==> config.mk <==
export PLATFORM = sky130hd
export DESIGN_NAME = vae_weight_regs
export DESIGN_NICKNAME = d
export VERILOG_FILES = /design/src/verilog/vae_fixed_pkg.sv /design/src/verilog/vae_net_pkg.sv /design/src/verilog/vae_weight_regs.sv
export SDC_FILE = /design/constraint.sdc
export NUM_CORES = 2
export LEC_CHECK = 0
export ABC_AREA = 0
export BUFFER_PORTS_ARGS = -buffer_cell sky130_fd_sc_hd__buf_2
export CAP_MARGIN = 20
export CORE_AREA = 2 2 596 598
export CTS_BUF_LIST = sky130_fd_sc_hd__clkbuf_4 sky130_fd_sc_hd__clkbuf_8
export DETAILED_ROUTE_END_ITERATION = 10
export DIE_AREA = 0 0 598 600
export GPL_TIMING_DRIVEN = 0
export HOLD_SLACK_MARGIN = 0.12
export PLACE_DENSITY = 0.4
export SLEW_MARGIN = 15
export SYNTH_ARGS = -nofsm -noshare
export SYNTH_HDL_FRONTEND = slang
export SYNTH_SLANG_ARGS = --single-unit
==> constraint.sdc <==
create_clock -name clk -period 24.2 [get_ports clk]
set_input_delay 0 -clock clk [delete_from_list [all_inputs] [get_ports clk]]
set_output_delay 0 -clock clk [all_outputs]
set_load 0.05 [all_outputs]
==> src/verilog/vae_fixed_pkg.sv <==
// Q16.16 fixed-point types and arithmetic used by the VAE datapath and the testbench model
`default_nettype none

package vae_fixed_pkg;

    // Signed Q16.16
    typedef logic signed [31:0] fixed_t;

    // Reconstructed pixel in Q8.8
    typedef logic [15:0] recon_pix_t;

    localparam int FRAC_BITS = 16;

    localparam fixed_t FX_ONE    = 32'sh0001_0000;
    localparam fixed_t RELU_CEIL = 32'sh0010_0000;

    // Full-width product, then back to Q16.16
    function automatic fixed_t fx_mul(input fixed_t a, input fixed_t b);
        logic signed [63:0] full;
        full = a * b;
        return fixed_t'(full >>> FRAC_BITS);
    endfunction

    // ReLU with an upper limit of 16.0
    function automatic fixed_t fx_relu(input fixed_t v);
        if (v < 0) begin
            return '0;
        end
        if (v > RELU_CEIL) begin
            return RELU_CEIL;
        end
        return v;
    endfunction

    // Round to Q8.8, input is already clamped to [0, 16.0]
    function automatic recon_pix_t fx_to_recon(input fixed_t v);
        recon_pix_t rounded;
        rounded = v[FRAC_BITS+7:FRAC_BITS-8] + recon_pix_t'(v[FRAC_BITS-9]);
        return rounded;
    endfunction

endpackage

`default_nettype wire

==> src/verilog/vae_net_pkg.sv <==
// Network shape, weight address map and port structs of the VAE reconstruction core
`default_nettype none

package vae_net_pkg;

    // Network dimensions
    localparam int N_PIX = 9;
    localparam int N_LAT = 2;

    // Serial input index widths of the two layers
    localparam int ENC_IDX_W = $clog2(N_PIX);
    localparam int DEC_IDX_W = $clog2(N_LAT);

    localparam int CFG_ADDR_W = 6;

    // Bit k is pixel k+1, row-major
    typedef logic [N_PIX-1:0] pattern_t;

    typedef vae_fixed_pkg::recon_pix_t [N_PIX-1:0] recon_t;

    // Single-entry parameter write
    typedef struct packed {
        logic                   wr;
        logic [CFG_ADDR_W-1:0]  addr;
        vae_fixed_pkg::fixed_t  data;
    } cfg_wr_t;

    // Address map
    // Encoder weight n*N_PIX+k, decoder weight m*N_LAT+n
    localparam int ADDR_ENC_W    = 0;
    localparam int ADDR_ENC_B    = ADDR_ENC_W + N_LAT * N_PIX;
    localparam int ADDR_DEC_W    = ADDR_ENC_B + N_LAT;
    localparam int ADDR_DEC_B    = ADDR_DEC_W + N_PIX * N_LAT;
    localparam int N_CFG_ENTRIES = ADDR_DEC_B + N_PIX;

    // Power-up values of the untrained network
    localparam vae_fixed_pkg::fixed_t ENC_W0_INIT = 32'sh0000_8000;
    localparam vae_fixed_pkg::fixed_t W_INIT      = 32'sh0000_2000;
    localparam vae_fixed_pkg::fixed_t B_INIT      = 32'sh0000_1966;

endpackage

`default_nettype wire

==> src/verilog/vae_weight_regs.sv <==
// Register block for all encoder and decoder weights and biases, written one entry at a time
`timescale 1ns/1ps
`default_nettype none

module vae_weight_regs (
    input  logic                                                      clk,
    input  logic                                                      rst,
    input  vae_net_pkg::cfg_wr_t                                      cfg,
    input  logic                                                      busy,
    output vae_fixed_pkg::fixed_t [vae_net_pkg::N_LAT-1:0][vae_net_pkg::N_PIX-1:0] enc_w,
    output vae_fixed_pkg::fixed_t [vae_net_pkg::N_LAT-1:0]            enc_b,
    output vae_fixed_pkg::fixed_t [vae_net_pkg::N_PIX-1:0][vae_net_pkg::N_LAT-1:0] dec_w,
    output vae_fixed_pkg::fixed_t [vae_net_pkg::N_PIX-1:0]            dec_b
);
    import vae_fixed_pkg::*;
    import vae_net_pkg::*;

    fixed_t [N_CFG_ENTRIES-1:0] cfg_q;
    logic                       wr_ok;

    // Reset value of each entry
    function automatic fixed_t entry_default(input int a);
        if (a < ADDR_ENC_W + N_PIX) begin
            return ENC_W0_INIT;
        end
        if (a < ADDR_ENC_B) begin
            return W_INIT;
        end
        if (a < ADDR_DEC_W) begin
            return B_INIT;
        end
        if (a < ADDR_DEC_B) begin
            return W_INIT;
        end
        return B_INIT;
    endfunction

    // Writes only between inferences and inside the map
    assign wr_ok = cfg.wr && !busy && (int'(cfg.addr) < N_CFG_ENTRIES);

    always_ff @(posedge clk) begin
        if (rst) begin
            for (int a = 0; a < N_CFG_ENTRIES; a++) begin
                cfg_q[a] <= entry_default(a);
            end
        end else if (wr_ok) begin
            cfg_q[cfg.addr] <= cfg.data;
        end
    end

    // Encoder side
    for (genvar n = 0; n < N_LAT; n++) begin : g_enc
        for (genvar k = 0; k < N_PIX; k++) begin : g_pix
            assign enc_w[n][k] = cfg_q[ADDR_ENC_W + n * N_PIX + k];
        end
        assign enc_b[n] = cfg_q[ADDR_ENC_B + n];
    end

    // Decoder side
    for (genvar m = 0; m < N_PIX; m++) begin : g_dec
        for (genvar n = 0; n < N_LAT; n++) begin : g_lat
            assign dec_w[m][n] = cfg_q[ADDR_DEC_W + m * N_LAT + n];
        end
        assign dec_b[m] = cfg_q[ADDR_DEC_B + m];
    end

    // Weights must hold still while the layers read them
    a_stable_while_busy: assert property (
        @(posedge clk) (busy && !rst) |=> $stable(cfg_q)
    );

endmodule

`default_nettype wire

# Word-level counts from Yosys, hierarchy flattened
# Cells that the tools add are included.
# Widths: inputs -> output; s select.
# op_classes
order_cmp	3
muxes	25
reduce_logical	5
# ops
cell	count
$mux 1216	2
$bwmux 1504	1
$mux 32	7
$demux 32 s6	1
$mux 14	4
$mux 1	10
$lt 6x7->1 const B	1
$ge 6x1->1 const B	1
$lt 6x6->1 const B	1
$logic_and 1x1->1	3
$reduce_bool 2->1	1
$logic_not 1->1	1
# totals
register_bits	1504
inputBits	42
output_inout_bits	1504
wordCells	80

# Depth between registers and ports, before layout
# logic_depth
depth_word	15
depth_mapped	6
depth_no_buf	3

# Worst setup path before layout
# No wires, ideal clock.
# synth_timing
kind	in2reg
from	in rst
to	reg cfg_q, in the netlist dec_w[0], enable pin
setup_ns	1.171
arrival_ns	16.444
required_time_ns	23.029
slack_ns	6.586
path_stages	5
n_path_buf	4
cell_sequence	buf_2 -> clkbuf_1 -> clkbuf_1 -> clkbuf_1 -> a31o_2
# synth_via
elab_chain_cells	1
# synth_rtl
item	line_no	rtl
start: declaration	vae_weight_regs.sv:7	input logic rst,
$reduce_bool 2->1 (no line)	--	
end signal: indexed assignment	vae_weight_regs.sv:44	cfg_q[a] <= entry_default(a);
end signal: indexed assignment	vae_weight_regs.sv:47	cfg_q[cfg.addr] <= cfg.data;
end: declaration	vae_weight_regs.sv:18	fixed_t [N_CFG_ENTRIES-1:0] cfg_q;
# No other way between the ends.
# A chain may end at the register's enable or synchronous reset.

# Worst setup path after layout
# layout_timing
from	in rst
to	reg cfg_q, in the netlist dec_w[413], enable pin
# Same word-level chain as after synthesis.

==> Flow_metrics.wiki <==
{| class="wikitable"
! Metric !! Value
|-
| Run status || complete, no violations
|-
| Number of nets in the finished design || slightly above 7000
|-
| Wire per inst || between 30 and 40 um
|-
| Setup TNS after final layout || 0 ns
|-
| Worst clock skew on the final layout || 0 ns
|-
| Cell type contributing the most total cell area after synthesis || sky130_fd_sc_hd__edfxtp_1
|-
| Min Tclk post-route || ~4.2 ns
|-
| Cell with the most instances after synthesis || sky130_fd_sc_hd__mux2i_1
|-
| Largest net degree at the start of global routing || 54
|-
| DIE HEIGHT || ~600 um
|-
| DRT Pass-1 Iters || 7
|-
| Bufs on Longest Clock Path || 4
|-
| Highest clock rate || about 240 MHz
|-
| Largest fanout on the critical path || between 50 and 60
|-
| Post-route standard cell area excluding fillers || 91440 um^2
|-
| Initial detailed-routing violation count || 3900
|-
| Vias || 50340
|-
| Quantity of I/O buffers inserted on ports || roughly 1500
|-
| Via density per instance || between 4 and 5
|-
| Number of flops mapped to enable cells by yosys || around 1200
|-
| Class of the most critical hold timing path || input port to flop
|-
| Cell types with the largest area share after synthesis || sky130_fd_sc_hd__edfxtp_1, sky130_fd_sc_hd__mux2i_1, sky130_fd_sc_hd__nand2b_1, sky130_fd_sc_hd__dfxtp_1, sky130_fd_sc_hd__clkbuf_1
|-
| Largest vdd supply drop || between 30 and 40 uV
|-
| Period utilization || 17.47%
|-
| Setup slack of the critical path after layout || 19.97 ns
|-
| Portion of total power attributed to combinational logic || a little under a fifth
|-
| Share of total power consumed by net switching || ~34%
|-
| Top cell types by occurrence after synthesis || sky130_fd_sc_hd__mux2i_1, sky130_fd_sc_hd__nand2b_1, sky130_fd_sc_hd__edfxtp_1, sky130_fd_sc_hd__clkbuf_1, sky130_fd_sc_hd__dfxtp_1
|-
| Synth warn || 0
|-
| Number of max-slew violations in the final report || 0
|-
| Endpoint required time on the critical path || ~25 ns
|-
| Top-level port count || approximately 1500
|-
| Avg Inst Size Synth || roughly 14 um^2
|-
| Overflow left after global routing || 0
|-
| Synthesis-stage register bit count || between 1500 and 2000
|-
| Post-synthesis sequential area ratio || 61.14%
|-
| Total half-perimeter wirelength after legalization and detailed placement || between 200 and 300 mm
|-
| Signed area change from the synthesized netlist to the final layout || 32.22%
|-
| Endpoints failing setup || 0
|-
| Cts hold-fix bufs || 77
|-
| Wire length of the first global-routing pass || a little under 500 mm
|-
| Number of H-tree levels || 5
|-
| Top FF cell, synth || sky130_fd_sc_hd__edfxtp_1
|-
| Number of maximum-capacitance constraint violations || 0
|-
| DRC violations left || 0
|-
| Relative slew slack || a little under a fifth
|-
| Worst-Skew Late Latency || 1.04 ns
|-
| Distinct cells, synth || 25
|-
| Site row count || between 200 and 250
|-
| Leak pwr || ~45 nW
|-
| Switching power total || roughly 0.0025 W
|-
| Number of sinks driven by the clock tree || 1504
|-
| RSZ-0062 raised after global routing || false
|-
| Fraction of power consumed by sequential logic || about 43%
|-
| Postcts setup bufs || 0
|-
| Routed wire length || around 390 mm
|-
| Post-synthesis net count || slightly above 5000
|-
| Internal cell power || 0.004812 W
|-
| Setup crit end kind || flop
|-
| Inserted Clock Buffers || between 300 and 400
|-
| Vias in the first global route || ~51000
|-
| Cell area reported after detailed placement || between 80000 and 90000 um^2
|-
| Post-Syn Instances || about 5100
|-
| Post-cts gate resize count || 0
|-
| Global placer's final weighted congestion || between 0.8 and 0.9
|-
| Post-synthesis instance area || 69160 um^2
|-
| Clock tree from TritonCTS || built
|-
| Layout Cells excl Fill || 12000
|-
| Worst slack at placement || around 19 ns
|-
| Top cell type's share of synthesized area || a little over half
|-
| Worst Path Arrival || around 4.9 ns
|-
| Cell count after placement || 11350
|-
| Initial core utilization || roughly a fifth
|-
| Clock Power Share || approximately two fifths
|-
| Final Hold Fails || 0
|-
| Multi-input logic area || roughly 25000 um^2
|-
| Power per cell area || about 79 nW/um^2
|-
| Tot GR Track Use || around 21%
|-
| Total core area || between 300000 and 400000 um^2
|-
| Fraction of synthesis flops using an asynchronous set or reset pin || 0%
|-
| Worst Max-Slew Pin Slew || approximately 1.2 ns
|-
| Fill cell total of the finished layout || between 30000 and 40000
|-
| Footprint of the flip-flops and latches || approximately 42000 um^2
|-
| Number of antenna violations at the first check in global routing || 69
|-
| Horizontal extent of the die || 598 um
|-
| Startpoint-to-endpoint class of the critical path || input port to flop
|-
| Register clock-pin slew on the reported worst setup and hold paths || roughly 0.060 ns
|-
| CTS root buf || sky130_fd_sc_hd__clkbuf_8
|-
| Power after layout || about 0.0073 W
|-
| Fraction of layout cells with a size suffix above 1 || between 30% and 40%
|-
| Final ANT Viol Nets || 0
|-
| DIE AREA || ~360000 um^2
|-
| Sort of element at the start of the critical path || input port
|}
[state kept, by name, indices dropped and copies added, names as in the netlist]
signal / cells
enc_b: 64
dec_w: 576
dec_b: 288
enc_w: 576
[worst max-delay path, stage by stage]
cell and delay, ns:
sky130_fd_sc_hd__dlygate4sd3_1 0.59, sky130_fd_sc_hd__buf_2 0.28, sky130_fd_sc_hd__clkbuf_2 0.54, sky130_fd_sc_hd__clkbuf_1 0.76, sky130_fd_sc_hd__clkbuf_1 0.82, sky130_fd_sc_hd__a31o_4 0.22, sky130_fd_sc_hd__buf_16 0.29, sky130_fd_sc_hd__buf_16 0.29
sky130_fd_sc_hd__buf_16 0.28, sky130_fd_sc_hd__buf_16 0.30, sky130_fd_sc_hd__buf_16 0.28
[per-stage QoR]
stage	hold WS [ns]	util [%]
after floorplan	0.1767	-
after global placement	0.3047	23.49
after detailed placement	0.3127	23.97
after CTS	0.1344	25.96
after global routing	0.2309	25.97
final	0.2856	25.99
[worst paths after layout]
| kind | start | endpoint | slack, ns | cells past startpoint |
|---|---|---|---|---|
| setup / recovery | rst | dec_w[413] | 19.97 | 11 |
| hold / removal | cfg[31] | enc_w[159] | 0.29 | 5 |
| setup reg to reg | dec_b[2] | dec_b[2] | 22.85 | 3 |
| hold reg to reg | dec_b[10] | dec_b[10] | 0.47 | 2 |
[area by class of cell]
type | count | share of cell area, %
repair buffers | 1695 | 11.00
clock inverters | 76 | 0.6417
flip-flops and latches | 1504 | 46.24
inverters | 1 | 0.004105
plain buffers | 487 | 2.345
diodes | 32 | 0.08757
well taps | 4620 | 6.322
multi-input cells | 3120 | 27.21
clock buffers | 466 | 6.159
[cell families after synthesis]
logic type	after synthesis	synth area share, %
compound gates	2	0.02714
mux	1504	21.77
flops	1504	61.14
buf+inv	488	2.935
simple gates	1614	14.13
[power by group through the flow]
stage                     logic [W]  registers [W]  clock network, W
final                       0.00136        0.00309           0.00282
after global routing        0.00140        0.00311           0.00301
after CTS                   0.00138        0.00309           0.00290
after floorplan            0.000255        0.00380                 0
after global placement      0.00132        0.00327                 0
after detailed placement    0.00136        0.00314                 0
[layer usage]
layer | GRT usage [%] | share of wire, % | vias up
met1 | 23.75 | 39 | 25740
met5 | 0 | 0.017 | -
met2 | 36.31 | 50 | 2054
met3 | 5.958 | 7.9 | 493
met4 | 6.388 | 3.4 | 10
li1 | - | - | 22050
[cell usage in the layout, fill, tap and decap left out, drive strengths merged]
master,instances
nand2b,1423
and4bb,1
nor4b,4
nor4,1
and2,2
dfxtp,288
and4,2
bufinv,5
nor2,124
buf,1815
clkinvlp,8
dlygate4sd3,76
mux2i,1504
nand3,6
inv,13
clkinv,51
nor4bb,4
nand2,39
nor2b,4
a31o,1
and4b,1
edfxtp,1216
diode,32
nand4,3
clkbuf,757
a41o,1
No activity file was read; power rests on OpenSTA's default activity.
