<file path="src/verilog/vae_fixed_pkg.sv">
// Q16.16 fixed-point types and arithmetic used by the VAE datapath and the testbench model
`default_nettype none

package vae_fixed_pkg;

    // Signed Q16.16
    typedef logic signed [31:0] fixed_t;

    // Reconstructed pixel in Q8.8
    typedef logic [15:0] recon_pix_t;

    localparam int FRAC_BITS = 16;

    localparam fixed_t FX_ONE    = 32'sh0001_0000;
    localparam fixed_t RELU_CEIL = 32'sh0010_0000;

    // Full-width product, then back to Q16.16
    function automatic fixed_t fx_mul(input fixed_t a, input fixed_t b);
        logic signed [63:0] full;
        full = a * b;
        return fixed_t'(full >>> FRAC_BITS);
    endfunction

    // ReLU with an upper limit of 16.0
    function automatic fixed_t fx_relu(input fixed_t v);
        if (v < 0) begin
            return '0;
        end
        if (v > RELU_CEIL) begin
            return RELU_CEIL;
        end
        return v;
    endfunction

    // Round to Q8.8, input is already clamped to [0, 16.0]
    function automatic recon_pix_t fx_to_recon(input fixed_t v);
        recon_pix_t rounded;
        rounded = v[FRAC_BITS+7:FRAC_BITS-8] + recon_pix_t'(v[FRAC_BITS-9]);
        return rounded;
    endfunction

endpackage

`default_nettype wire

</file>
<file path="src/verilog/vae_net_pkg.sv">
// Network shape, weight address map and port structs of the VAE reconstruction core
`default_nettype none

package vae_net_pkg;

    // Network dimensions
    localparam int N_PIX = 9;
    localparam int N_LAT = 2;

    // Serial input index widths of the two layers
    localparam int ENC_IDX_W = $clog2(N_PIX);
    localparam int DEC_IDX_W = $clog2(N_LAT);

    localparam int CFG_ADDR_W = 6;

    // Bit k is pixel k+1, row-major
    typedef logic [N_PIX-1:0] pattern_t;

    typedef vae_fixed_pkg::recon_pix_t [N_PIX-1:0] recon_t;

    // Single-entry parameter write
    typedef struct packed {
        logic                   wr;
        logic [CFG_ADDR_W-1:0]  addr;
        vae_fixed_pkg::fixed_t  data;
    } cfg_wr_t;

    // Address map
    // Encoder weight n*N_PIX+k, decoder weight m*N_LAT+n
    localparam int ADDR_ENC_W    = 0;
    localparam int ADDR_ENC_B    = ADDR_ENC_W + N_LAT * N_PIX;
    localparam int ADDR_DEC_W    = ADDR_ENC_B + N_LAT;
    localparam int ADDR_DEC_B    = ADDR_DEC_W + N_PIX * N_LAT;
    localparam int N_CFG_ENTRIES = ADDR_DEC_B + N_PIX;

    // Power-up values of the untrained network
    localparam vae_fixed_pkg::fixed_t ENC_W0_INIT = 32'sh0000_8000;
    localparam vae_fixed_pkg::fixed_t W_INIT      = 32'sh0000_2000;
    localparam vae_fixed_pkg::fixed_t B_INIT      = 32'sh0000_1966;

endpackage

`default_nettype wire

</file>
<file path="src/verilog/vae_infer_ctrl.sv">
// Inference sequencer: captures a pattern, runs encoder then decoder, rounds the reconstruction
`timescale 1ns/1ps
`default_nettype none

module vae_infer_ctrl (
    input  logic                                        clk,
    input  logic                                        rst,
    input  logic                                        start,
    input  vae_net_pkg::pattern_t                       pattern,
    input  logic [vae_net_pkg::ENC_IDX_W-1:0]           enc_idx,
    input  vae_fixed_pkg::fixed_t [vae_net_pkg::N_LAT-1:0] enc_y,
    input  logic                                        enc_done,
    input  logic [vae_net_pkg::DEC_IDX_W-1:0]           dec_idx,
    input  logic                                        dec_done,
    input  vae_fixed_pkg::fixed_t [vae_net_pkg::N_PIX-1:0] dec_y,
    output logic                                        enc_start,
    output vae_fixed_pkg::fixed_t                       enc_x,
    output logic                                        dec_start,
    output vae_fixed_pkg::fixed_t                       dec_x,
    output logic                                        busy,
    output logic                                        recon_valid,
    output vae_net_pkg::recon_t                         recon
);
    import vae_fixed_pkg::*;
    import vae_net_pkg::*;

    logic               accept;
    pattern_t           pat_q;
    fixed_t [N_LAT-1:0] lat_q;
    recon_t             recon_d;

    assign accept = start && !busy;

    // Binary pixel to 1.0 or 0.0
    assign enc_x = pat_q[enc_idx] ? FX_ONE : '0;

    // Latent mean feeds the decoder directly
    assign dec_x = lat_q[dec_idx];

    always_comb begin
        for (int m = 0; m < N_PIX; m++) begin
            recon_d[m] = fx_to_recon(dec_y[m]);
        end
    end

    // Busy spans the whole pass including the result cycle
    always_ff @(posedge clk) begin
        if (rst) begin
            busy        <= 1'b0;
            enc_start   <= 1'b0;
            dec_start   <= 1'b0;
            recon_valid <= 1'b0;
            recon       <= '0;
        end else begin
            enc_start   <= accept;
            dec_start   <= enc_done;
            recon_valid <= dec_done;
            if (accept) begin
                busy <= 1'b1;
            end else if (recon_valid) begin
                busy <= 1'b0;
            end
            if (dec_done) begin
                recon <= recon_d;
            end
        end
    end

    always_ff @(posedge clk) begin
        if (accept) begin
            pat_q <= pattern;
        end
        if (enc_done) begin
            lat_q <= enc_y;
        end
    end

    // Result only appears inside the busy window
    a_valid_in_busy: assert property (
        @(posedge clk) disable iff (rst) recon_valid |-> busy
    );

endmodule

`default_nettype wire

</file>
<file path="config.mk">
export PLATFORM = sky130hd
export DESIGN_NAME = vae_infer_ctrl
export DESIGN_NICKNAME = d
export VERILOG_FILES = /design/src/verilog/vae_fixed_pkg.sv /design/src/verilog/vae_net_pkg.sv /design/src/verilog/vae_infer_ctrl.sv
export SDC_FILE = /design/constraint.sdc
export NUM_CORES = 1
export LEC_CHECK = 0
export BUFFER_PORTS_ARGS = -buffer_cell sky130_fd_sc_hd__buf_2
export CAP_MARGIN = 20
export CORE_AREA = 2 2 226 228
export DETAILED_ROUTE_END_ITERATION = 6
export DIE_AREA = 0 0 228 230
export RECOVER_POWER = 50
export SYNTH_ARGS = -nofsm -noshare
export SYNTH_HDL_FRONTEND = slang
export SYNTH_SLANG_ARGS = --single-unit
</file>
<file path="constraint.sdc">
create_clock -name clk -period 3 [get_ports clk]
set_clock_uncertainty 0.2 [all_clocks]
set_input_delay 0.3 -clock clk [delete_from_list [all_inputs] [get_ports clk]]
set_output_delay 0.3 -clock clk [all_outputs]
set_load 0.02 [all_outputs]
</file>
Word level (Yosys, flattened, before mapping)
Index checks and enable logic that the tools add are counted.

operators by class
  $add $sub $neg = 9
  multiply operators = 0
  div/mod/pow operators = 0
  $lt $le $gt $ge = 2
  equal/unequal tests = 0
  shift operators = 0
  mux-type cells = 7
  bitwise gates (word level) = 0
  reduce and logical (&&, ||, !) cells = 3

operator list
  cell                                                count
  adder 16 bit                                        9
  two-way mux 32 bit                                  2
  two-way mux 17 bit                                  1
  < comparator 4 x 5 -> 1 bit, second input constant  1
  binary-select mux 1 bit (select 4 bit)              1
  two-way mux 1 bit                                   3
  < comparator 1 x 2 -> 1 bit, second input constant  1
  nonzero test 2 bit                                  1
  logical AND 1 bit                                   1
  logical NOT 1 bit                                   1

word-level totals
  bits in registers = 221
  latch bits = 0
  RAM bits = 0
  bits in read-only memories = 0
  bits of input ports = 371
  output and inout port bits = 212
  word-level logic and storage cells = 37
  memories kept = 0

Longest topological paths before layout
  word-level depth = 3
  gate-level depth with buffers = 8
  gate-level depth less buffers = 8

Worst setup path before layout
No wires, ideal clock.

  kind = input -> register
  from = input port dec_y[263] (netlist name)
  to = register recon[142] (netlist name)
  library setup time = 124 ps
  arrival = 2121 ps
  required time = 2676 ps
  path slack = 555 ps
  cell stages on the path = 8
  buffers on the path = 0
  path through = ha_1 > fa_1 > a21oi_1 > o21ai_1 > a311o_1 > a311oi_1 > mux2i_1 > nand3_1

on the way
  longest elaborated chain between the ends = 1

ends and longest elaborated chain
  item                  RTL line              RTL
  from (decl)           vae_infer_ctrl.sv:15  input vae_fixed_pkg::fixed_t [vae_net_pkg::N_PIX-1:0] dec_y,
  adder 16 bit          vae_fixed_pkg.sv:38   rounded = v[FRAC_BITS+7:FRAC_BITS-8] + recon_pix_t'(v[FRAC_BITS-9]);
  to (signal assigned)  vae_infer_ctrl.sv:64  recon <= recon_d;
  to (decl)             vae_infer_ctrl.sv:22  output vae_net_pkg::recon_t recon

Every way passes these cells.
A chain may end at the register's enable or synchronous reset.

Worst setup path in the final report
  from = input port dec_y[169] (netlist name)
  to = register recon[95] (netlist name)

The elaborated chain is that of the path after synthesis.

==> flow_metrics.env <==
export IMPL_status="finished, violations left"
export IMPL_violations="max-capacitance violations, max-slew violations"
export IMPL_io_buffers=416
export IMPL_internal_power_uw=6800
export IMPL_cts_tree="yes"
export IMPL_hold_path_depth=4
export IMPL_start_util_pct=28.2
export IMPL_synth_top_area_share_pct=21.1
export IMPL_syn_area_um2=14100
export IMPL_avgSynthCellArea_um2=9.64
export IMPL_die_w_um=228
export IMPL_ir_drop_mv=0.370
export IMPL_ant_nets=0
export IMPL_post_place_ws_ns=0.113
export IMPL_synth_edf_count=73
export IMPL_yosysSeqAreaShare_pct=36.7
export IMPL_synthTopCellsByArea="dfxtp_1, edfxtp_1, ha_1"
export IMPL_cts_buffers=28
export IMPL_crit_buf_inv=3
export IMPL_dominantRegCellSynth="dfxtp_1"
export IMPL_relSlewSlack_pct=-8.66
export IMPL_path_cells="dlygate4sd3_1, buf_2, ha_1, a211oi_2, o21ai_0, a211oi_1, nor4_1, a22o_1, a211o_1, dlygate4sd3_1"
export IMPL_wl_per_cell_um=17.6
export IMPL_setup_slack_ns=0.110
export IMPL_nets=2512
export IMPL_postSynth_asyncResetShare_pct=0
export IMPL_htree_levels=1
export IMPL_grt_use_total_pct=17.4
export IMPL_seq_power_share_pct=35.4
export IMPL_dp_hpwl_um=35600
export IMPL_hold_path_class="in2reg"
export IMPL_r2r_start="recon[95]"
export IMPL_cts_max_path_buffers=3
export IMPL_period_minus_slack_ns=2.89
export IMPL_power_switching_uw=3200
export IMPL_hold_start="dec_y[105]"
export IMPL_io_pins=583
export IMPL_gp_congestion=0.900
export IMPL_endpoint_kind="register"
export IMPL_wl_met1_um=19800
export IMPL_setup_worst_path_class="in2reg"
export IMPL_setup_viol=0
export IMPL_cp_top_family="buffers and inverters"
export IMPL_yosysTopAreaCell="dfxtp_1"
export IMPL_path_common_cell="dlygate4sd3_1"
export IMPL_r2r_cells=3
export IMPL_top_layer_used="met5"
export IMPL_dr_total_vias=13200
export IMPL_start_kind="primary input"
export IMPL_cellLeakagePower_uw=0.00828
export IMPL_period_share_pct=96.3
export IMPL_ys_ff_latch=221
export IMPL_rows=82
export IMPL_grt_pass1_vias=13100
export IMPL_cellPowerDensity_nw_per_um2=529
export IMPL_grt_pass1_wl_um=73100
export IMPL_wl_um=47500
export IMPL_grt_max_degree=51
export IMPL_pwr_share_comb_pct=28.3
export IMPL_cp_arrival_ns=3.13
export IMPL_worstPathRequired_ns=3.24
export IMPL_hold_end="recon[49]"
export IMPL_drt_iter0_markers=490
export IMPL_power_frac_clock_pct=36.3
export IMPL_cp_max_fo=3
export IMPL_ys_types=83
export IMPL_area_growth_pct=34.5
export IMPL_core_area_um2=49900
export IMPL_maxCapViolCount=1
export IMPL_route_met2_wl_um=22200
export IMPL_dieArea_um2=52400
export IMPL_clock_root_buffer="clkbuf_16"
export IMPL_antenna_found_initial=11
export IMPL_cts_sinks=221
export IMPL_synthCells=1459
export IMPL_drc=0
export IMPL_clk_latency_ns=0.55
export IMPL_ys_top_cells_by_count="dfxtp_1, ha_1, nor2_1"
export IMPL_route_met3_wl_um=4120
export IMPL_yosysWarnings=0
export IMPL_die_height_um=230
export IMPL_cts_setup_buffers=0
export IMPL_avgViaCountPerCell=4.91
export IMPL_layout_drive_gt1_share_pct=21.9
export IMPL_grt_overflow=0
export IMPL_max_slew_worst_pin_slew_ns=1.63
export IMPL_clk_pin_slew_ns=0.06
export IMPL_cp_slowest_cell="dlygate4sd3_1"
export IMPL_hold_violations=0
export IMPL_synth_most_common_cell="dfxtp_1"
export IMPL_max_stage_delay_ns=0.56
export IMPL_swShare_pct=32.0
export IMPL_fmax_ghz=0.346
export IMPL_drt_pass1_iterations=7
export IMPL_utilization_pct=37.9
export IMPL_timing_rr_end="recon[95]"
export IMPL_slew_viol_final=33
export IMPL_r2r_slack_ns=1.35
[power by group through the flow]
stage	clock (uW)	combinational (uW)	sequential, uW
4_1_cts	3760	2870	3540
2_1_floorplan	0	1560	3830
5_1_grt	3850	3110	3580
3_5_place_dp	0	2740	3600
3_3_place_gp	0	2700	3590
6_report	3630	2840	3540
[per-stage QoR]
step	total power, uW	instance area (um^2)	hold WS, ns	instances	setup TNS, ns
3_5_place_dp	6340	17000	0.228	2529	0
4_1_cts	10200	19000	0.000397	2691	0
2_1_floorplan	5390	14200	0.199	1489	0
3_3_place_gp	6290	17000	0.222	2529	0
6_report	10000	18900	0.0418	2695	0
5_1_grt	10500	18900	0.0408	2693	-0.0203
[cells by family (layout without fill, tap and decap cells)]
kind of cell / after synthesis / after routing / share of synthesized area [%]
XOR/XNOR: 98 / 98 / 6.10
flip-flops: 221 / 221 / 36.7
AO/OA/AOI/OAI: 426 / 426 / 20.6
multiplexers: 89 / 89 / 6.81
buffers and inverters: 109 / 639 / 3.98
AND/OR/NAND/NOR: 371 / 371 / 12.5
other: 1 / 35 / 0.0267
adder cells (fa/ha/maj): 144 / 144 / 13.3
[worst max path at each step]
stage | start | endpoint | slack (ns) | depth (start not counted)
2_1_floorplan | dec_y[263] | recon[142] | 0.56 | 8
3_3_place_gp | dec_y[263] | recon[142] | 0.16 | 9
3_5_place_dp | dec_y[71] | recon[46] | 0.11 | 9
4_1_cts | dec_y[169] | recon[95] | 0.09 | 10
5_1_grt | dec_y[169] | recon[95] | -0.02 | 10
6_report | dec_y[169] | recon[95] | 0.11 | 10
[routing by layer]
| metal | track usage, % | vias to the layer above |
|---|---|---|
| li1 | - | 6495 |
| met1 | 20.6 | 6213 |
| met2 | 29.7 | 417 |
| met3 | 5.73 | 83 |
| met4 | 5.47 | 16 |
| met5 | 0 | - |
[tightest hold or removal path, cell delays in order]
cell     delay (ns)
buf_2          0.11
fa_1           0.19
mux2i_1        0.08
nor2_1         0.08
[sequential cells by signal, indices dropped and copies added, names as in the netlist]
register / cells
lat_q: 64
dec_start: 1
pat_q: 9
recon_valid: 1
enc_start: 1
busy: 1
recon: 144
[cell usage in the layout, fill, tap and decap left out, types with 15 or more instances in the layout]
cell | Yosys | layout
buf_2 | 9 | 308
dfxtp_1 | 148 | 148
ha_1 | 135 | 135
nor2_1 | 122 | 122
dlygate4sd3_1 | 0 | 110
clkbuf_1 | 27 | 108
nand2_1 | 101 | 100
o21ai_0 | 95 | 95
a21oi_1 | 78 | 78
edfxtp_1 | 73 | 73
xnor2_1 | 55 | 55
mux2i_1 | 54 | 54
a21o_1 | 44 | 44
xor2_1 | 43 | 43
a211oi_1 | 40 | 39
mux2_2 | 33 | 33
conb_1 | 1 | 31
inv_1 | 31 | 30
clkbuf_16 | 0 | 29
buf_4 | 31 | 27
nand3_1 | 21 | 21
nor3_1 | 20 | 20
a31oi_1 | 16 | 16
and2_1 | 16 | 16
and3_1 | 15 | 15
[final cells by class]
| class | count | area, um^2 |
|---|---|---|
| Inverter | 31 | 120 |
| Clock inverter | 18 | 215 |
| Fill cell | 4992 | 30900 |
| Multi-Input combinational cell | 1159 | 8480 |
| Clock buffer | 34 | 774 |
| Tap cell | 672 | 841 |
| Sequential cell | 221 | 5150 |
| Antenna cell | 4 | 10.0 |
| Timing Repair Buffer | 556 | 3320 |
[what timing repair did]
item	CTS	global route
hold buffers	110	0
endpoints found under the hold margin	109	0
endpoints found under the setup margin	0	1
gates resized for setup	0	3
Note: power is estimated with default switching activity, not from simulation.
